<file path="config.mk">
export PLATFORM = sky130hd
export DESIGN_NAME = rd_sequencer
export DESIGN_NICKNAME = d
export VERILOG_FILES = /design/src/common/mem_map_pkg.sv /design/src/common/chip_cmd_pkg.sv /design/src/hdl/rd_sequencer.sv
export SDC_FILE = /design/constraint.sdc
export NUM_CORES = 1
export LEC_CHECK = 0
export BUFFER_PORTS_ARGS = -buffer_cell sky130_fd_sc_hd__buf_2
export CORE_UTILIZATION = 40
export DETAILED_ROUTE_END_ITERATION = 16
export GPL_TIMING_DRIVEN = 0
export PLACE_DENSITY = 0.69
export REMOVE_ABC_BUFFERS = 1
export SLEW_MARGIN = 10
export SYNTH_ARGS = -nofsm -noshare
export SYNTH_HDL_FRONTEND = slang
export SYNTH_SLANG_ARGS = --single-unit
</file>
<file path="constraint.sdc">
create_clock -name clk -period 2.6 [get_ports clk]
set_clock_uncertainty 0.15 [all_clocks]
set_input_delay 0.39 -clock clk [delete_from_list [all_inputs] [get_ports clk]]
set_output_delay 0.39 -clock clk [all_outputs]
set_load 0.005 [all_outputs]
</file>
<file path="src/common/mem_map_pkg.sv">
package mem_map_pkg;

  // ==================================================
  // bus widths
  // ==================================================
  localparam int ADDR_W  = 32;  // memory byte address
  localparam int BEAT_W  = 64;  // one memory beat
  localparam int WORD_W  = 96;  // one chip word
  localparam int BEATS_W = 10;  // beat / word counts

  localparam int BYTES_PER_BEAT = BEAT_W / 8;

  // ==================================================
  // region base addresses
  // ==================================================
  localparam logic [ADDR_W-1:0] CFG_BASE      = 32'h0804_0000;
  localparam logic [ADDR_W-1:0] ACT_BASE      = 32'h0800_0000;
  localparam logic [ADDR_W-1:0] ACT_FLAG_BASE = 32'h0801_0000;
  localparam logic [ADDR_W-1:0] WEI_BASE      = 32'h0802_0000;
  localparam logic [ADDR_W-1:0] WEI_FLAG_BASE = 32'h0803_0000;

  // ==================================================
  // block sizes in beats
  // ==================================================
  // three beats repack into two chip words, so every
  // block is a whole number of beat triples
  localparam int CFG_BEATS      = 6;
  localparam int ACT_BEATS      = 12;
  localparam int ACT_FLAG_BEATS = 6;
  localparam int WEI_BEATS      = 24;   // largest transfer
  localparam int WEI_FLAG_BEATS = 6;

endpackage

</file>
<file path="src/common/chip_cmd_pkg.sv">
package chip_cmd_pkg;

  import mem_map_pkg::*;

  // ==================================================
  // command word
  // ==================================================
  typedef enum logic [3:0] {
    CFG    = 4'h1,
    ACT    = 4'h2,
    FLGACT = 4'h3,
    WEI    = 4'h4,
    FLGWEI = 4'h5
  } opcode_t;

  localparam int OP_MSB      = 31;
  localparam int OP_LSB      = 28;
  localparam int RESTART_BIT = 27;  // restart weight blocks from 0

  // read sequencer states
  typedef enum logic [2:0] {IDLE, CONFIG, WAIT, RD_DATA, RD_STILL} seq_state_t;

  // ==================================================
  // bus structs
  // ==================================================
  typedef struct packed {
    logic              valid;
    logic [ADDR_W-1:0] addr;
    logic [BEATS_W-1:0] beats;
  } mem_rd_req_t;

  typedef struct packed {
    logic              valid;
    logic [BEAT_W-1:0] data;
  } mem_beat_t;

  typedef struct packed {
    logic              cs_n;   // low while data holds a word
    logic              oe;
    logic [WORD_W-1:0] data;
  } chip_out_t;

endpackage

</file>
<file path="src/hdl/rd_sequencer.sv">
`timescale 1ns/1ps
module rd_sequencer
  import mem_map_pkg::*;
  import chip_cmd_pkg::*;
(
  input  logic               clk,
  input  logic               reset,
  input  logic               config_req,
  input  logic [31:0]        cmd_in,
  input  logic               full,
  input  logic [BEATS_W-1:0] expected_words,
  input  logic               word_valid,
  input  logic [WORD_W-1:0]  word_data,
  output logic               word_pop,
  output logic               decode_stb,
  output logic [31:0]        cmd,
  output chip_out_t          chip_out
);

  seq_state_t         state, next_state;
  logic [1:0]         req_sync;      // two flop synchroniser
  logic               req_d;         // for edge detect
  logic               req_rise;
  logic [BEATS_W-1:0] word_cnt;      // words popped this transfer
  logic [1:0]         still_cnt;
  logic               words_done;

  // ==================================================
  // config_req synchroniser
  // ==================================================
  always_ff @(posedge clk or negedge reset) begin
    if (!reset) begin
      req_sync <= '0;
      req_d    <= 1'b0;
    end else begin
      req_sync <= {req_sync[0], config_req};
      req_d    <= req_sync[1];
    end
  end

  assign req_rise = req_sync[1] && !req_d;

  // ==================================================
  // transfer FSM
  // ==================================================
  assign words_done = (word_cnt == expected_words);
  assign decode_stb = (state == WAIT);
  assign word_pop   = (state == RD_DATA) && word_valid && !full && !words_done;

  always_comb begin
    next_state = state;
    case (state)
      IDLE:     if (req_rise) next_state = CONFIG;
      CONFIG:   next_state = WAIT;
      WAIT:     next_state = RD_DATA;
      RD_DATA:  if (words_done) next_state = RD_STILL;
      RD_STILL: if (still_cnt == 2'd2) next_state = IDLE;
      default:  next_state = IDLE;
    endcase
  end

  always_ff @(posedge clk or negedge reset) begin
    if (!reset) begin
      state     <= IDLE;
      cmd       <= '0;
      word_cnt  <= '0;
      still_cnt <= '0;
    end else begin
      state <= next_state;
      if (state == CONFIG) cmd <= cmd_in;  // command sampled here
      if (state == WAIT) word_cnt <= '0;
      else if (word_pop) word_cnt <= word_cnt + 1'b1;
      if (state == RD_STILL) still_cnt <= still_cnt + 1'b1;
      else still_cnt <= '0;
    end
  end

  // ==================================================
  // chip output stage
  // ==================================================
  always_ff @(posedge clk or negedge reset) begin
    if (!reset) begin
      chip_out.cs_n <= 1'b1;
      chip_out.oe   <= 1'b0;
      chip_out.data <= '0;
    end else begin
      chip_out.cs_n <= !word_pop;             // word shows the cycle after pop
      chip_out.oe   <= (next_state == RD_DATA); // tracks RD_DATA exactly
      if (word_pop) chip_out.data <= word_data;
    end
  end

endmodule

</file>
==> impl_metrics.tcl, run 1 <==
set metrics [dict create \
    die_w_um 122 \
    cp_max_fo 54 \
    finalMaxSlewViolations 0 \
    async_reset_ff_share_pct 100 \
    critPathBufInv 2 \
    rsz0062_at_grt "false" \
    path_delay_family "simple AND/OR/NAND/NOR gates" \
    drive_gt1_share_pct 67.5 \
    holdPathEnd "chip_out[5]" \
    port_buffers 274 \
    slowest_stage "dfrtp_1" \
    critPathArrivalTime_ps 2630 \
    path_cells "xor2_1 -> nor4_1 -> and3_4 -> or2_4 -> buf_4 -> inv_6 -> mux2_2" \
    cts_made_buffers 17 \
    ys_types 36 \
    synth_edf_count 0 \
    route.detailed.wl_per_inst_um 15.8 \
    relSlewSlack_pct 43.8 \
    antenna_found_initial 0 \
    synth-seq-cells 148 \
    netlist_area_mm2 0.00573 \
    path_class "reg -> reg" \
    r2r.worst_path.cells 7 \
    reg2reg_setup_slack_ps 110 \
    cts_buffer_depth 2 \
    cts_tree "done" \
    vias 4068 \
    hpwlAfterDp_um 9090 \
    cts_max_level 4 \
    yosysWarnings 0 \
    grt.total_usage_pct 17.9 \
    area_growth_pct 41.0 \
    overflow 0 \
    drt_iter0_drc 227 \
    max-cap-violations 0 \
    r2r_start "word_cnt[2]" \
    place_congestion 0.751 \
    io_pins 275 \
    core_area_mm2 0.0139 \
    syn_inst 367 \
    leakagePower_nw 3.99 \
    status "finished, final reports clean" \
    final_area_mm2 0.00808 \
    cp.depth 7 \
    reg2reg_to "chip_out[44]" \
    ant_nets 0 \
    clock_latency_ps 410 \
    final_common_cell "buf_2" \
    grt_max_degree 78 \
    post-route-min-period_ps 2490 \
    final_cell_mix "buf_2 (273), dfrtp_1 (146), mux2_2 (128), clkbuf_16 (17), nand2_1 (14)" \
    start_kind "flop" \
    hold_viol 0 \
    via_per_inst 4.78 \
    pwr_density_cell_mw_per_mm2 891 \
    synth_flop_cell "dfrtp_1" \
    min_path_type "in -> reg" \
    ys_seq_area_share_pct 64.7 \
    die-area_mm2 0.0148 \
    syn_avg_cell_area_um2 15.6 \
    antennaDiodeCount 0 \
    worst_pin_slew_ps 839 \
    grt_pass1_vias 4198 \
    start_util_pct 41.1 \
    max_freq_mhz 401 \
    grt_pass1_wl_um 20400 \
    slowest_delay_ps 470 \
    cts.reportedPaths.clkPinSlew_ps 60 \
    placementRows 43 \
    worst_ir_drop_vdd_v 0.000461 \
    cts.root.buffer_cell "clkbuf_16" \
    drt-pass1-iter-count 4 \
    final_util_pct 58.0 \
    power_mw 7.19 \
    drc 0 \
    dpl_cell_area_mm2 0.00729 \
    fin_crit_sh_pct 95.9 \
    tns_ps 0 \
    cp.required_ps 2730 \
    clock-sinks 148 \
    hp-start "word_data[5]" \
    holdPathStages 2 \
    wirelength_um 13400 \
    finalSetupViolations 0 \
    endpoint_kind "flop" \
    nets 805 \
    die_h_um 122 \
]
## synthesized netlist by cell type, drive strengths merged, types with 2 or more instances
library cell  number  area [um2]
nand4              3        18.8
nor4               2        12.5
inv                4        20.0
o31ai              2        15.0
nand2             14        52.6
nor2               9        33.8
a21oi              3        15.0
o21ai              2        10.0
dfrtp            147        3680
nand2b             4        25.0
ha                 2        25.0
buf               11        77.6
mux2i              4        40.0
clkbuf             4        15.0
xor2              10        87.6
mux2             128        1440
a31o               2        17.5
## cell families (layout without fill, tap and decap cells)
group | after synthesis | after routing | synth area share [%]
buffers and inverters | 19 | 323 | 1.96
flip-flops | 148 | 148 | 64.7
AO/OA/AOI/OAI | 12 | 12 | 1.42
adder cells (fa/ha/maj) | 2 | 2 | 0.437
XOR/XNOR | 11 | 11 | 1.68
multiplexers | 132 | 132 | 25.9
AND/OR/NAND/NOR | 43 | 43 | 4.00
## worst max-delay path by stage
| stage | from | end | slack (ps) |
|---|---|---|---|
| 5_1_grt | word_cnt[0] | word_pop | 8 |
| 2_1_floorplan | state[2] | cmd[0] | -930 |
| 3_3_place_gp | state[2] | cmd[21] | -1820 |
| 4_1_cts | word_cnt[8] | word_pop | 30 |
| 6_report | word_cnt[2] | chip_out[44] | 110 |
| 3_5_place_dp | expected_words[3] | word_pop | -80 |
## metrics by stage
stage / std cells / setup WS [ps] / hold WS, ps
finish: 851 / 107 / 58.8
global route: 851 / 8.28 / 40.5
CTS: 843 / 28.6 / 41.3
detailed placement: 809 / -80.7 / 192
global placement: 806 / -1820 / 189
floorplan: 352 / -931 / -55.6
## state kept, by name, summed over array words and instances (netlist names)
name,count
word_cnt,10
req_sync,2
state,3
still_cnt,2
req_d,1
cmd,32
chip_out,98
## timing repair
action,4_1_cts,5_1_grt
resized for setup,4,2
hold buffers,2,0
hold endpoints to repair,71,0
cloned,1,2
endpoints found under the setup margin,1,1
pin swaps,1,3
setup buffers,1,6
## per-layer routing
metal | global-route usage (%) | wire length [um]
met1 | 19.7 | 5240
met2 | 31.6 | 6960
met3 | 5.90 | 970
met4 | 7.72 | 244
met5 | 0 | 0
## final cells by class
cell class	instances	area, um2
sequential	148	3710
inverter	4	41.3
timing repair inverter	3	31.3
fill	1135	5860
tap	180	225
clock inverter	10	204
timing repair buffer	286	1500
clock buffer	20	457
multi-input combinational	200	1920
## power breakdown
group | internal (mW) | leakage [nW] | switching (mW)
Sequential | 2.80 | 1.76 | 0.289
Clock | 1.84 | 0.326 | 0.894
Combinational | 0.815 | 1.91 | 0.557
Total | 5.46 | 3.99 | 1.74
Note: power is estimated with default switching activity, not from simulation.
==> run 2, diff against run 1 <==
==> constraint.sdc (replaced) <==
create_clock -name clk -period 2.6 [get_ports clk]
set_clock_uncertainty 0.15 [all_clocks]
set_input_delay 0.52 -clock clk [delete_from_list [all_inputs] [get_ports clk]]
set_output_delay 0.52 -clock clk [all_outputs]
set_load 0.005 [all_outputs]
==> impl_metrics.tcl, run 2 (synthesis gave the netlist of run 1 again) <==
set metrics [dict create \
    status "finished, final reports clean" \
    cts_max_level 4 \
    area_growth_pct 41.2 \
    start_kind "flop" \
    cts_buffer_depth 2 \
    cp_max_fo 4 \
    min_path_type "in -> reg" \
    dpl_cell_area_mm2 0.00729 \
    vias 4109 \
    leakagePower_nw 4.01 \
    finalMaxSlewViolations 0 \
    start_util_pct 41.1 \
    slowest_delay_ps 430 \
    fin_cells 854 \
    rsz0062_at_grt "true" \
    hold_viol 0 \
    path_class "reg -> out" \
    grt.total_usage_pct 18.6 \
    clock-sinks 148 \
    cts.root.buffer_cell "clkbuf_16" \
    endpoint_kind "primary output" \
    reg_top3 "chip_out x98, cmd x32, word_cnt x10" \
    largest_reg_flops 98 \
    post-route-min-period_ps 2520 \
    antennaDiodeCount 0 \
    cts.reportedPaths.clkPinSlew_ps 60 \
    finalSetupViolations 0 \
    max_freq_mhz 397 \
    critPathArrivalTime_ps 1850 \
    drc 0 \
    cp.required_ps 1930 \
    overflow 0 \
    worst_pin_slew_ps 840 \
    placed_cells 809 \
    final_cell_mix "buf_2 (273), dfrtp_1 (145), mux2_2 (128), clkbuf_16 (17), nand2_1 (14)" \
    final_common_cell "buf_2" \
    clock_latency_ps 410 \
    place_congestion 0.751 \
    core_area_mm2 0.0139 \
    pwr_density_cell_mw_per_mm2 895 \
    grt_pass1_wl_um 20900 \
    grt_max_degree 78 \
    die-area_mm2 0.0148 \
    cts_made_buffers 17 \
    ant_nets 0 \
    relSlewSlack_pct 43.8 \
    slowest_stage "dfrtp_2" \
    drt_iter0_drc 165 \
    die_h_um 122 \
    drt-pass1-iter-count 4 \
    fin_crit_sh_pct 96.8 \
    final_area_mm2 0.00809 \
    grt_pass1_vias 4273 \
    path_delay_family "simple AND/OR/NAND/NOR gates" \
    max-cap-violations 0 \
    path_cells "xor2_1 -> nor4_1 -> and3_4 -> or2_4 -> inv_16 -> buf_2" \
    antenna_found_initial 0 \
    wirelength_um 13500 \
    port_buffers 274 \
    die_w_um 122 \
    placementRows 43 \
    worst_ir_drop_vdd_v 0.000459 \
    critPathBufInv 2 \
    nets 808 \
    route.detailed.wl_per_inst_um 15.8 \
    io_pins 275 \
    via_per_inst 4.81 \
    cts_tree "done" \
    drive_gt1_share_pct 68.1 \
    top_register "chip_out" \
    hpwlAfterDp_um 9090 \
]
-- run 2: final timing paths --
check,from,end,slack (ps),cells after the start
max reg2reg,word_cnt[0],chip_out[44],140,8
max,word_cnt[0],word_pop,80,6
min reg2reg,req_sync[0],req_sync[1],200,0
min in group asynchronous,reset,chip_out[17],560,2
max in group asynchronous,reset,cmd[7],900,3
min,config_req,req_sync[0],70,1
-- run 2: layer usage --
layer  global-route usage [%]  routed length [um]
met5                        0                   0
met3                     5.85                1020
met2                     32.6                6950
met4                     8.02                 363
met1                     20.5                5180
-- run 2: layout make-up --
class                      instances  area [um2]
clock buffer                      20         457
clock inverter                    10         204
fill                            1140        5840
inverter                           4        31.3
multi-input combinational        200        1920
sequential                       148        3710
tap                              180         225
timing repair buffer             289        1520
timing repair inverter             3        28.8
-- run 2: metrics by stage --
step / hold slack [ps] / utilization [%] / TNS, ps / total power [mW] / setup slack, ps
finish: 70.9 / 58.1 / 0 / 7.24 / 82.8
global route: 52.9 / 58.1 / -34.6 / 7.61 / -34.6
CTS: 48.5 / 57.8 / 0 / 7.30 / 24.1
detailed placement: 192 / 52.3 / -12530 / 4.49 / -341
global placement: 189 / 51.9 / -230040 / 4.42 / -1820
floorplan: 74.4 / - / -29800 / 3.73 / -931
-- run 2: repair_timing --
action                                  CTS  global route
gates resized for setup                   6             2
hold endpoints to repair                 13             0
endpoints found under the setup margin    1            48
pin swaps                                 3             3
setup buffers                             8             3
hold buffers                              1             0
cloned                                    2             1
-- run 2: power by group --
group	internal, mW	switching, mW
Combinational	0.852	0.598
Clock	1.84	0.890
Sequential	2.80	0.262
