`config.mk`:
```
export PLATFORM = sky130hd
export DESIGN_NAME = cmd_decoder
export DESIGN_NICKNAME = d
export VERILOG_FILES = /design/src/common/mem_map_pkg.sv /design/src/common/chip_cmd_pkg.sv /design/src/hdl/cmd_decoder.sv
export SDC_FILE = /design/constraint.sdc
export NUM_CORES = 1
export LEC_CHECK = 0
export BUFFER_PORTS_ARGS = -buffer_cell sky130_fd_sc_hd__buf_4
export CAP_MARGIN = 10
export CORE_MARGIN = 2
export CORE_UTILIZATION = 57
export DETAILED_ROUTE_END_ITERATION = 8
export PLACE_DENSITY = 0.78
export SLEW_MARGIN = 10
export SYNTH_ARGS = -nofsm -noshare
export SYNTH_HDL_FRONTEND = slang
export SYNTH_SLANG_ARGS = --single-unit
```
`constraint.sdc`:
```
create_clock -name clk -period 7.8 [get_ports clk]
set_input_delay 0.78 -clock clk [delete_from_list [all_inputs] [get_ports clk]]
set_output_delay 0.78 -clock clk [all_outputs]
set_load 0.02 [all_outputs]
```
`src/common/mem_map_pkg.sv`:
```
package mem_map_pkg;

  // ==================================================
  // bus widths
  // ==================================================
  localparam int ADDR_W  = 32;  // memory byte address
  localparam int BEAT_W  = 64;  // one memory beat
  localparam int WORD_W  = 96;  // one chip word
  localparam int BEATS_W = 10;  // beat / word counts

  localparam int BYTES_PER_BEAT = BEAT_W / 8;

  // ==================================================
  // region base addresses
  // ==================================================
  localparam logic [ADDR_W-1:0] CFG_BASE      = 32'h0804_0000;
  localparam logic [ADDR_W-1:0] ACT_BASE      = 32'h0800_0000;
  localparam logic [ADDR_W-1:0] ACT_FLAG_BASE = 32'h0801_0000;
  localparam logic [ADDR_W-1:0] WEI_BASE      = 32'h0802_0000;
  localparam logic [ADDR_W-1:0] WEI_FLAG_BASE = 32'h0803_0000;

  // ==================================================
  // block sizes in beats
  // ==================================================
  // three beats repack into two chip words, so every
  // block is a whole number of beat triples
  localparam int CFG_BEATS      = 6;
  localparam int ACT_BEATS      = 12;
  localparam int ACT_FLAG_BEATS = 6;
  localparam int WEI_BEATS      = 24;   // largest transfer
  localparam int WEI_FLAG_BEATS = 6;

endpackage

```
`src/common/chip_cmd_pkg.sv`:
```
package chip_cmd_pkg;

  import mem_map_pkg::*;

  // ==================================================
  // command word
  // ==================================================
  typedef enum logic [3:0] {
    CFG    = 4'h1,
    ACT    = 4'h2,
    FLGACT = 4'h3,
    WEI    = 4'h4,
    FLGWEI = 4'h5
  } opcode_t;

  localparam int OP_MSB      = 31;
  localparam int OP_LSB      = 28;
  localparam int RESTART_BIT = 27;  // restart weight blocks from 0

  // read sequencer states
  typedef enum logic [2:0] {IDLE, CONFIG, WAIT, RD_DATA, RD_STILL} seq_state_t;

  // ==================================================
  // bus structs
  // ==================================================
  typedef struct packed {
    logic              valid;
    logic [ADDR_W-1:0] addr;
    logic [BEATS_W-1:0] beats;
  } mem_rd_req_t;

  typedef struct packed {
    logic              valid;
    logic [BEAT_W-1:0] data;
  } mem_beat_t;

  typedef struct packed {
    logic              cs_n;   // low while data holds a word
    logic              oe;
    logic [WORD_W-1:0] data;
  } chip_out_t;

endpackage

```
`src/hdl/cmd_decoder.sv`:
```
`timescale 1ns/1ps
module cmd_decoder
  import mem_map_pkg::*;
  import chip_cmd_pkg::*;
(
  input  logic               clk,
  input  logic               reset,
  input  logic               decode_stb,
  input  logic [31:0]        cmd,
  output mem_rd_req_t        mem_req,
  output logic [BEATS_W-1:0] expected_words,
  output opcode_t            which_write
);

  localparam int BLK_W = 16;  // block index per region

  opcode_t            op;
  logic               restart;
  logic [BLK_W-1:0]   cfg_cnt, act_cnt, aflg_cnt, wei_cnt, wflg_cnt;
  logic [BLK_W-1:0]   wei_idx, wflg_idx;
  logic [BLK_W-1:0]   sel_idx;
  logic [ADDR_W-1:0]  sel_base;
  logic [BEATS_W-1:0] sel_beats;
  logic [BEATS_W-1:0] sel_words;
  logic               sel_valid;

  assign op      = opcode_t'(cmd[OP_MSB:OP_LSB]);
  assign restart = cmd[RESTART_BIT];

  // restart applies before the weight index is used
  assign wei_idx  = restart ? '0 : wei_cnt;
  assign wflg_idx = restart ? '0 : wflg_cnt;

  // ==================================================
  // region select
  // ==================================================
  always_comb begin
    sel_valid = 1'b1;
    sel_base  = ACT_BASE;
    sel_idx   = '0;
    sel_beats = '0;
    sel_words = '0;
    case (op)
      CFG: begin
        sel_base  = CFG_BASE;
        sel_idx   = cfg_cnt;
        sel_beats = BEATS_W'(CFG_BEATS);
        sel_words = BEATS_W'(CFG_BEATS * 2 / 3);
      end
      ACT: begin
        sel_base  = ACT_BASE;
        sel_idx   = act_cnt;
        sel_beats = BEATS_W'(ACT_BEATS);
        sel_words = BEATS_W'(ACT_BEATS * 2 / 3);
      end
      FLGACT: begin
        sel_base  = ACT_FLAG_BASE;
        sel_idx   = aflg_cnt;
        sel_beats = BEATS_W'(ACT_FLAG_BEATS);
        sel_words = BEATS_W'(ACT_FLAG_BEATS * 2 / 3);
      end
      WEI: begin
        sel_base  = WEI_BASE;
        sel_idx   = wei_idx;
        sel_beats = BEATS_W'(WEI_BEATS);
        sel_words = BEATS_W'(WEI_BEATS * 2 / 3);
      end
      FLGWEI: begin
        sel_base  = WEI_FLAG_BASE;
        sel_idx   = wflg_idx;
        sel_beats = BEATS_W'(WEI_FLAG_BEATS);
        sel_words = BEATS_W'(WEI_FLAG_BEATS * 2 / 3);
      end
      default: sel_valid = 1'b0;  // unknown opcode, no request
    endcase
  end

  // ==================================================
  // request register and block counters
  // ==================================================
  always_ff @(posedge clk or negedge reset) begin
    if (!reset) begin
      mem_req        <= '0;
      expected_words <= '0;
      which_write    <= opcode_t'(4'h0);
      cfg_cnt        <= '0;
      act_cnt        <= '0;
      aflg_cnt       <= '0;
      wei_cnt        <= '0;
      wflg_cnt       <= '0;
    end else if (decode_stb) begin
      mem_req.valid  <= sel_valid;
      mem_req.addr   <= sel_base + ADDR_W'(sel_idx) * ADDR_W'(sel_beats) * BYTES_PER_BEAT;
      mem_req.beats  <= sel_beats;
      expected_words <= sel_words;
      which_write    <= op;
      if (restart) begin
        wei_cnt  <= '0;
        wflg_cnt <= '0;
      end
      case (op)
        CFG:     cfg_cnt  <= cfg_cnt + 1'b1;
        ACT:     act_cnt  <= act_cnt + 1'b1;
        FLGACT:  aflg_cnt <= aflg_cnt + 1'b1;
        WEI:     wei_cnt  <= wei_idx + 1'b1;
        FLGWEI:  wflg_cnt <= wflg_idx + 1'b1;
        default: ;
      endcase
    end else begin
      mem_req.valid <= 1'b0;  // single cycle strobe
    end
  end

endmodule

```
==> run_results.csv, run 1 <==
group,metric,value,unit
route,avgViaCountPerCell,5.673,
power_and_ir_drop,vdd_ir_drop_max,0.0002030,V
placement,portBuffers,42,
setup_path,ff2ff_setup_slack,1.52,ns
run_status,status,"finished clean",
timing,tns,0,ns
global_routing,antenna_found_initial,0,
cells_and_area,area_growth,13.10,%
timing,tightest_slew,0.8894,ns
logic_synthesis,syn_area_per_cell,9.658,um2
timing,layout_min_cycle_time,6.973,ns
global_routing,gr-total-overflow,0,
cts,cts-resized-gates,0,
placement,dp_hpwl,12.28,mm
setup_path,crit_required,8.10,ns
power_and_ir_drop,sw_frac_of_total,24.96,%
setup_path,cp-start-kind,"primary input",
timing,grt_setup_unrepaired,"false",
setup_path,path_class,"primary input to flip-flop",
route,drtAntennaViolNets,0,
logic_synthesis,synthFlopType,"dfrtp_1",
timing,setup_violations,0,
timing,max-slew-margin-rel,40.71,%
setup_path,cp_data_arrival_time,7.27,ns
cts,clk_latency,0.42,ns
route,firstDrtPassIters,6,
logic_synthesis,ys_seq_area_share,35.88,%
logic_synthesis,synth_edf_count,0,
setup_path,r2r-start,"aflg_cnt[3]",
setup_path,reg2reg_depth,25,
cts,clkSlewWorstSetupHoldPaths,0.06,ns
timing,holdWs,0.3575,ns
cells_and_area,mostFrequentLayoutCells,"dfrtp_1 (113), nand2_1 (86), nor2_1 (79), xnor2_1 (54), buf_4 (53)",
power_and_ir_drop,pwr-share-clk,51.3,%
global_routing,grt_start_max_net_pins,72,
floorplanning,initial_core_util,59.05,%
cells_and_area,layout_commonest_cell,"dfrtp_1",
logic_synthesis,ys_warn_count,0,
placement,dpl_cell_area,8275,um2
route,drc,0,
cts,cts_setup_buffers,0,
timing,timing.final.crit_share,89.40,%
cells_and_area,design_area,8914,um2
global_routing,track_usage,25.23,%
timing,slew_violations,0,
timing,clock_skew,0.007264,ns
global_routing,grt_pass1_wl,29.05,mm
route,vias,5940,
cells_and_area,multi_input_area,4653,um2
logic_synthesis,synth_cell_type_count,67,
floorplanning,die_w,121.6,um
floorplanning,rows,42,
flow_run,max_cap_viol_count,0,
global_routing,grt_pass1_vias,5968,
logic_synthesis,netlist_instances,816,
cts,hold_buffers,0,
setup_path,startpoint,"cmd[28]",
timing,timing.final.hold_violations,0,
power_and_ir_drop,powerDensity,183.5,nW/um2
worst_hold_path,hold_class,"primary input to asynchronous set/reset pin",
floorplanning,ios,92,
route,wirelength,17.08,mm
setup_path,cp-end-kind,"flip-flop",
timing,fmax,0.1434,GHz
power_and_ir_drop,power.switching,408.1,uW
cts,cts.htree.levels,4,
cts,clock_path_buffers,2,
route,drt_iter0_drc,375,
placement,dp.cells,1015,
cells_and_area,num_antenna_cells,0,
logic_synthesis,async_reset_ff_share,100.0,%
setup_path,crit_path_max_fanout,26,
floorplanning,coreArea,13350,um2
logic_synthesis,syn_area,7881,um2
logic_synthesis,synth_area_leader_cell,"dfrtp_1",
floorplanning,die_h,121.6,um
cells_and_area,drive_above_1_share,14.58,%
cells_and_area,fin_nets,973,
power_and_ir_drop,power,1.635,mW
cells_and_area,register_area,2828,um2
cells_and_area,nFillCells,1065,
logic_synthesis,ys_seq_elements,113,
power_and_ir_drop,combPwrFrac,8.9,%
logic_synthesis,yosys-top-cells-area,"dfrtp_1 (36%), ha_1 (7.9%), fa_1 (7.6%)",
power_and_ir_drop,seqPwrFrac,39.8,%
setup_path,regToRegEndpoint,"mem_req[34]",
placement,gp_congestion,0.8418,
cts,cts-root-buf,"clkbuf_16",
cts,cts_buffers,17,
power_and_ir_drop,p_leak,4.380,nW
route,wl_per_cell,16.32,um
cts,cts_tree,"done",
power_and_ir_drop,internal_power,1.227,mW
cells_and_area,final_cells,1047,
setup_path,cp-endpoint,"mem_req[34]",
cts,clock-sinks,113,
logic_synthesis,synth.top_cell.area_share,35.88,%
floorplanning,fp.dieArea,14780,um2
power by group through the flow:
stage          Combinational (mW)  Sequential, mW  Clock [mW]
2_1_floorplan              0.0942           0.662           0
3_3_place_gp                0.141           0.659           0
3_5_place_dp                0.144           0.660           0
4_1_cts                     0.146           0.651       0.849
5_1_grt                     0.159           0.656       0.880
6_report                    0.145           0.651       0.839
state kept, by name (all words and copies together), names as in the netlist:
register,cells
wflg_cnt,16
aflg_cnt,16
which_write,4
mem_req,27
wei_cnt,16
cfg_cnt,16
expected_words,2
act_cnt,16
critical path: stages:
cell and delay (ns):
buf_4 0.33, nor4b_4 0.57, buf_4 0.31, a221o_1 0.26, nor2_1 0.06, nor2_1 0.13
fa_1 0.46, fa_1 0.44, ha_1 0.29, ha_1 0.36, a21o_1 0.21, or3_1 0.32
o211ai_1 0.33, or2b_1 0.26, a21oi_1 0.23, xnor2_1 0.16, ha_1 0.20, inv_1 0.06
fa_1 0.39, inv_1 0.09, a21oi_1 0.09, or4_4 0.44, o31a_1 0.25, a221o_1 0.25
cells in the mapped netlist, types with 11 or more instances:
| library cell | number |
|---|---|
| and2_1 | 14 |
| xnor2_1 | 54 |
| fa_1 | 30 |
| nand3_1 | 36 |
| buf_4 | 25 |
| o21ai_0 | 14 |
| a21oi_1 | 27 |
| a21o_1 | 11 |
| nor2_1 | 79 |
| ha_1 | 50 |
| and3_1 | 14 |
| clkbuf_1 | 18 |
| dfrtp_1 | 113 |
| xor2_1 | 33 |
| inv_1 | 46 |
| nor3_1 | 12 |
| mux2_2 | 22 |
| nand2_1 | 86 |
cell families after synthesis:
logic type      share of synthesized area [%]
flops                                   35.88
fa+ha+maj                               15.56
buf+inv                                 6.080
other cells                           0.04758
xor+xnor                                9.875
compound gates                          10.00
mux                                     4.413
simple gates                            18.15
stage by stage:
| stage | utilization (%) | setup WS (ns) |
|---|---|---|
| final | 66.78 | 0.8271 |
| after global routing | 66.78 | 0.4527 |
| after CTS | 66.78 | 0.8558 |
| after detailed placement | 62.00 | 0.4931 |
| after global placement | 62.00 | 0.5503 |
| after floorplan | - | 0.9931 |
how the worst min path moves through the flow:
| stage | endpoint | cells after the start |
|---|---|---|
| 6_report | mem_req[19] | 1 |
| 4_1_cts | mem_req[19] | 1 |
| 3_3_place_gp | mem_req[37] | 1 |
| 5_1_grt | mem_req[18] | 1 |
| 2_1_floorplan | aflg_cnt[15] | 1 |
| 3_5_place_dp | act_cnt[15] | 1 |
per-layer routing:
metal	routed length (um)	vias up	GRT usage [%]
met3	784	25	5.524
met1	7657	2927	32.99
met2	8385	150	42.24
li1	-	2838	-
met4	257	0	7.759
met5	0	-	0
layout make-up:
type	instances	area share, %
repair buffers	53	4.464
clock inverters	12	2.035
clock buffers	20	5.124
inverters	47	1.979
well taps	176	2.471
multi-input cells	626	52.20
flip-flops and latches	113	31.72
No activity file was read; power rests on OpenSTA's default activity.
==> run 2: changes to the inputs <==
- CORE_ASPECT_RATIO: not set -> 1.1
==> run_results.csv, run 2 (same netlist as run 1, synthesis figures left out) <==
group,metric,value,unit
cells_and_area,layout_commonest_cell,"dfrtp_1",
setup_path,path_delay_family,"adder cells",
cts,cts.htree.levels,4,
floorplanning,coreArea,13680,um2
cells_and_area,regMostFlops,"mem_req",
timing,clock_skew,0.006132,ns
cells_and_area,nFillCells,1122,
cts,clk_latency,0.41,ns
run_status,status,"finished clean",
setup_path,path_class,"primary input to flip-flop",
global_routing,top_usage_layer,"met2",
floorplanning,rows,45,
setup_path,crit_required,8.09,ns
setup_path,crit_path_max_fanout,26,
global_routing,met1_usage,30.21,%
floorplanning,die_h,127.3,um
route,drt_iter0_drc,433,
route,firstDrtPassIters,6,
timing,timing.final.hold_violations,0,
floorplanning,initial_core_util,57.60,%
cts,cts-resized-gates,0,
setup_path,critPathMaxStageDelay,0.58,ns
route,vias,5827,
cells_and_area,register_area,2828,um2
setup_path,worstPathCellList,"buf_4 > nor4b_4 > buf_4 > a221o_1 > nor2_1 > nor2_1 > fa_1 > fa_1 > ha_1 > ha_1 > a21o_1 > or3_1 > o211ai_1 > or2b_1 > a21oi_1 > xnor2_1 > ha_1 > inv_1 > fa_1 > inv_1 > a21oi_1 > or4_4 > o31a_1 > a221o_1",
timing,grt_setup_unrepaired,"false",
cts,clkSlewWorstSetupHoldPaths,0.05,ns
cells_and_area,largest_reg_flops,27,
cts,hold_buffers,0,
placement,dpl_cell_area,8283,um2
route,avgViaCountPerCell,5.508,
route,drc,0,
power_and_ir_drop,powerDensity,180.8,nW/um2
cells_and_area,area_growth,12.97,%
setup_path,cp-start-kind,"primary input",
floorplanning,die_w,116.1,um
global_routing,antenna_found_initial,0,
global_routing,gr-total-overflow,0,
cells_and_area,num_antenna_cells,0,
timing,fmax,0.1447,GHz
timing,slew_violations,0,
setup_path,cpMaxStageDelayCell,"nor4b_4",
cells_and_area,multi_input_area,4653,um2
timing,tns,0,ns
cells_and_area,fin_nets,972,
setup_path,cp-end-kind,"flip-flop",
floorplanning,fp.dieArea,14780,um2
route,wl_per_cell,15.61,um
route,drtAntennaViolNets,0,
global_routing,track_usage,24.07,%
flow_run,max_cap_viol_count,0,
timing,max-slew-margin-rel,47.55,%
timing,timing.final.crit_share,88.59,%
cells_and_area,mostFrequentLayoutCells,"dfrtp_1 (113), nand2_1 (86), nor2_1 (79), xnor2_1 (54), buf_4 (52)",
cells_and_area,design_area,8904,um2
power_and_ir_drop,vdd_ir_drop_max,0.0001382,V
placement,dp_hpwl,12.04,mm
global_routing,use_met2,41.80,%
cts,cts-root-buf,"clkbuf_16",
setup_path,cp_data_arrival_time,7.20,ns
cts,cts_buffers,17,
timing,layout_min_cycle_time,6.910,ns
setup_path,path_buf_inv,4,
timing,tightest_slew,0.7867,ns
power_and_ir_drop,p_leak,4.368,nW
placement,gp_congestion,0.8416,
floorplanning,ios,92,
cts,clock_path_buffers,2,
cts,cts_tree,"done",
placement,portBuffers,42,
cts,clock-sinks,113,
route,wirelength,16.52,mm
cells_and_area,drive_above_1_share,14.37,%
global_routing,grt_pass1_wl,27.91,mm
worst_hold_path,hold_class,"primary input to asynchronous set/reset pin",
global_routing,grtUsageMet3,4.032,%
timing,setup_violations,0,
cts,cts_setup_buffers,0,
global_routing,grt_start_max_net_pins,62,
global_routing,grt_pass1_vias,5906,
==> run 2: where the power goes <==
part	internal (mW)	switching, mW
Clock	0.548	0.269
Combinational	0.0557	0.0866
Sequential	0.618	0.0328
==> run 2: metrics by stage <==
step           utilization [%]  cells  hold slack [ns]  total power [mW]  setup slack, ns
6_report                 65.08   1058           0.4008             1.609           0.8897
5_1_grt                  65.08   1058           0.4572             1.673           0.5840
4_1_cts                  65.08   1058           0.4181             1.618           0.9205
3_5_place_dp             60.54   1026           0.4539            0.8048           0.5136
3_3_place_gp             60.54   1026           0.4514            0.7984           0.5594
2_1_floorplan                -    837           0.4362            0.7561           0.9931
==> run 2: path summary, 6_finish.rpt <==
kind                        startpoint  slack, ns  cells past startpoint          end
max                            cmd[28]       0.89                     24  mem_req[34]
min                              reset       0.40                      1  mem_req[19]
max reg2reg                 wei_cnt[0]       1.59                     24  mem_req[34]
min reg2reg                mem_req[37]       0.46                      1  mem_req[37]
max in group asynchronous        reset       6.17                      2   mem_req[4]
min in group clk           mem_req[37]       0.46                      1  mem_req[37]
==> run 2: layout make-up <==
cell class	count	area share, %
inverter	47	1.981
timing repair buffer	52	4.384
clock buffer	21	5.171
tap	188	2.642
sequential	113	31.76
multi-input combinational	626	52.26
clock inverter	11	1.799
==> run 2: metal layers <==
layer	part of all wire (%)	vias to the layer above
li1	-	2829
met1	43	2825
met2	51	143
met3	3.9	30
met4	2.0	0
met5	0	-
==> run 2: worst reg2reg max path, cell delays in order, from the launching register on <==
cell and delay (ns):
dfrtp_1 0.41, nor2b_1 0.16, ha_1 0.21, a2111oi_0 0.43
buf_4 0.22, nand2b_1 0.13, fa_1 0.38, inv_1 0.10
fa_1 0.40, ha_1 0.23, ha_1 0.29, a211oi_1 0.34
nor2_2 0.10, o211ai_1 0.33, or2b_1 0.26, a21oi_1 0.22
xnor2_1 0.15, ha_1 0.18, inv_1 0.05, fa_1 0.39
inv_1 0.07, a21oi_1 0.07, or4_4 0.44, o31a_1 0.25
a221o_1 0.25
==> run 3: changes to the inputs <==
- ABC_AREA: not set -> 1
==> run_results.csv, run 3 <==
group,metric,value,unit
setup_path,cp-end-kind,"flip-flop",
floorplanning,die_w,120.2,um
route,drc,0,
global_routing,gr-total-overflow,0,
route,avgViaCountPerCell,5.347,
setup_path,crit_required,8.12,ns
run_status,status,"finished clean",
floorplanning,ios,92,
cts,cts-resized-gates,0,
timing,slew_violations,0,
setup_path,path_class,"primary input to flip-flop",
setup_path,cp-start-kind,"primary input",
cells_and_area,multi_input_area,4772,um2
flow_run,max_cap_viol_count,0,
cells_and_area,design_area,9473,um2
logic_synthesis,synth_area_leader_cell,"dfrtp_1",
cts,cts-root-buf,"clkbuf_16",
power_and_ir_drop,p_leak,4.974,nW
floorplanning,die_h,131.9,um
floorplanning,initial_core_util,58.41,%
cells_and_area,area_growth,11.82,%
cts,clk_latency,0.43,ns
cts,cts_setup_buffers,0,
setup_path,ff2ff_setup_slack,2.28,ns
logic_synthesis,ys_seq_elements,113,
timing,fmax,0.1580,GHz
power_and_ir_drop,powerDensity,182.8,nW/um2
route,wirelength,20.14,mm
setup_path,cp-endpoint,"mem_req[34]",
placement,gp_congestion,0.9365,
cts,cts_tree,"done",
route,drt_iter0_drc,518,
route,firstDrtPassIters,5,
timing,tightest_slew,0.8520,ns
logic_synthesis,synth_common_cells,"nand2_1 (248), inv_1 (166), dfrtp_1 (113), nor2_1 (111), xor2_1 (64)",
route,vias,7064,
timing,layout_min_cycle_time,6.327,ns
cts,clkSlewWorstSetupHoldPaths,0.06,ns
cts,cts.htree.levels,4,
cells_and_area,mostFrequentLayoutCells,"nand2_1 (248), inv_1 (166), dfrtp_1 (113), nor2_1 (111), xor2_1 (64)",
global_routing,grt_pass1_vias,6978,
route,wl_per_cell,15.24,um
setup_path,cp_data_arrival_time,6.65,ns
cells_and_area,nFillCells,1219,
worst_hold_path,hold_class,"primary input to asynchronous set/reset pin",
floorplanning,rows,46,
logic_synthesis,synth.top_cell.area_share,33.38,%
cells_and_area,final_util,65.31,%
logic_synthesis,yosysMostFrequentCell,"nand2_1",
cells_and_area,fin_nets,1231,
timing,grt_setup_unrepaired,"false",
floorplanning,fp.dieArea,15860,um2
logic_synthesis,yosys-top-cells-area,"dfrtp_1 (33%), nand2_1 (11%), ha_1 (7.4%)",
logic_synthesis,syn_area,8472,um2
timing,timing.final.hold_violations,0,
placement,dpl_cell_area,8857,um2
global_routing,antenna_found_initial,0,
global_routing,grt_pass1_wl,33.33,mm
timing,timing.final.crit_share,81.12,%
global_routing,grt_start_max_net_pins,64,
route,drtAntennaViolNets,0,
timing,clock_skew,0.01015,ns
timing,setup_violations,0,
logic_synthesis,synthFlopType,"dfrtp_1",
cells_and_area,drive_above_1_share,11.69,%
setup_path,reg2reg_depth,28,
cts,cts_buffers,17,
logic_synthesis,synth_edf_count,0,
setup_path,timing.critical_path.mode_cell,"inv_1",
setup_path,r2r-start,"wei_cnt[0]",
setup_path,startpoint,"cmd[29]",
cells_and_area,layout_commonest_cell,"nand2_1",
setup_path,cpMaxStageDelayCell,"nor2_1",
setup_path,regToRegEndpoint,"mem_req[34]",
cells_and_area,num_antenna_cells,0,
timing,max-slew-margin-rel,42.99,%
placement,portBuffers,42,
logic_synthesis,netlist_instances,1076,
cts,hold_buffers,0,
logic_synthesis,ys_warn_count,0,
cells_and_area,largest_reg_flops,27,
logic_synthesis,async_reset_ff_share,100.0,%
floorplanning,coreArea,14500,um2
logic_synthesis,syn_area_per_cell,7.873,um2
cts,clock_path_buffers,2,
logic_synthesis,synth_cell_type_count,43,
cts,clock-sinks,113,
power_and_ir_drop,vdd_ir_drop_max,0.0001336,V
logic_synthesis,ys_seq_area_share,33.38,%
cells_and_area,register_area,2828,um2
setup_path,critPathMaxStageDelay,0.68,ns
placement,dp_hpwl,15.09,mm
cells_and_area,regMostFlops,"mem_req",
setup_path,crit_path_max_fanout,13,
timing,tns,0,ns
global_routing,track_usage,26.44,%
==> run 3: area by class of cell <==
type,instances,share of cell area [%]
timing repair buffer,46,3.645
clock inverter,14,1.862
sequential,113,29.85
clock buffer,18,4.636
tap,192,2.536
multi-input combinational,759,50.38
inverter,179,7.093
==> run 3: worst min-delay path by stage <==
stage                              to        start  cells after the start  slack (ns)
after floorplan           cfg_cnt[15]  cfg_cnt[15]                      1        0.44
after global routing      mem_req[37]        reset                      1        0.43
after detailed placement  mem_req[37]  mem_req[37]                      1        0.46
after CTS                 mem_req[37]        reset                      1        0.39
after global placement    mem_req[37]  mem_req[37]                      1        0.45
final                     mem_req[37]        reset                      1        0.38
==> run 3: critical path: cells and delay by family <==
family | cells | cell delay (ns)
fa+ha+maj | 6 | 2.07
compound gates | 2 | 0.26
buf+inv | 9 | 0.83
simple gates | 12 | 2.36
xor+xnor | 1 | 0.32
==> run 3: metal layers <==
metal	share of wire (%)	global-route usage, %
met1	43	33.12
met4	4.4	14.34
met5	0	0
met2	47	43.21
met3	5.2	4.931
==> run 3: stage by stage <==
stage	instances	setup slack [ns]	power [mW]	hold slack, ns
finish	1321	1.473	1.732	0.3759
detailed placement	1289	1.042	0.9143	0.4554
global route	1321	0.9939	1.796	0.4272
floorplan	1097	2.224	0.8437	0.4416
CTS	1321	1.474	1.737	0.3922
global placement	1289	1.161	0.9046	0.4542
==> run 3: report_power, final <==
| group | internal, mW | switching, mW |
|---|---|---|
| Clock | 0.514 | 0.305 |
| Sequential | 0.635 | 0.0487 |
| Combinational | 0.0715 | 0.157 |
==> run 3: logic make-up (layout without fill, tap and decap cells) <==
group	Yosys count	after routing	share of synthesized area, %
adders and majority gates	80	80	14.47
other	1	22	0.04426
xor gates and xnor gates	82	82	8.477
AOI/OAI and AO/OA	84	84	6.233
and+or+nand+nor	491	491	26.17
DFF	113	113	33.38
buffers and inverters	225	257	11.22
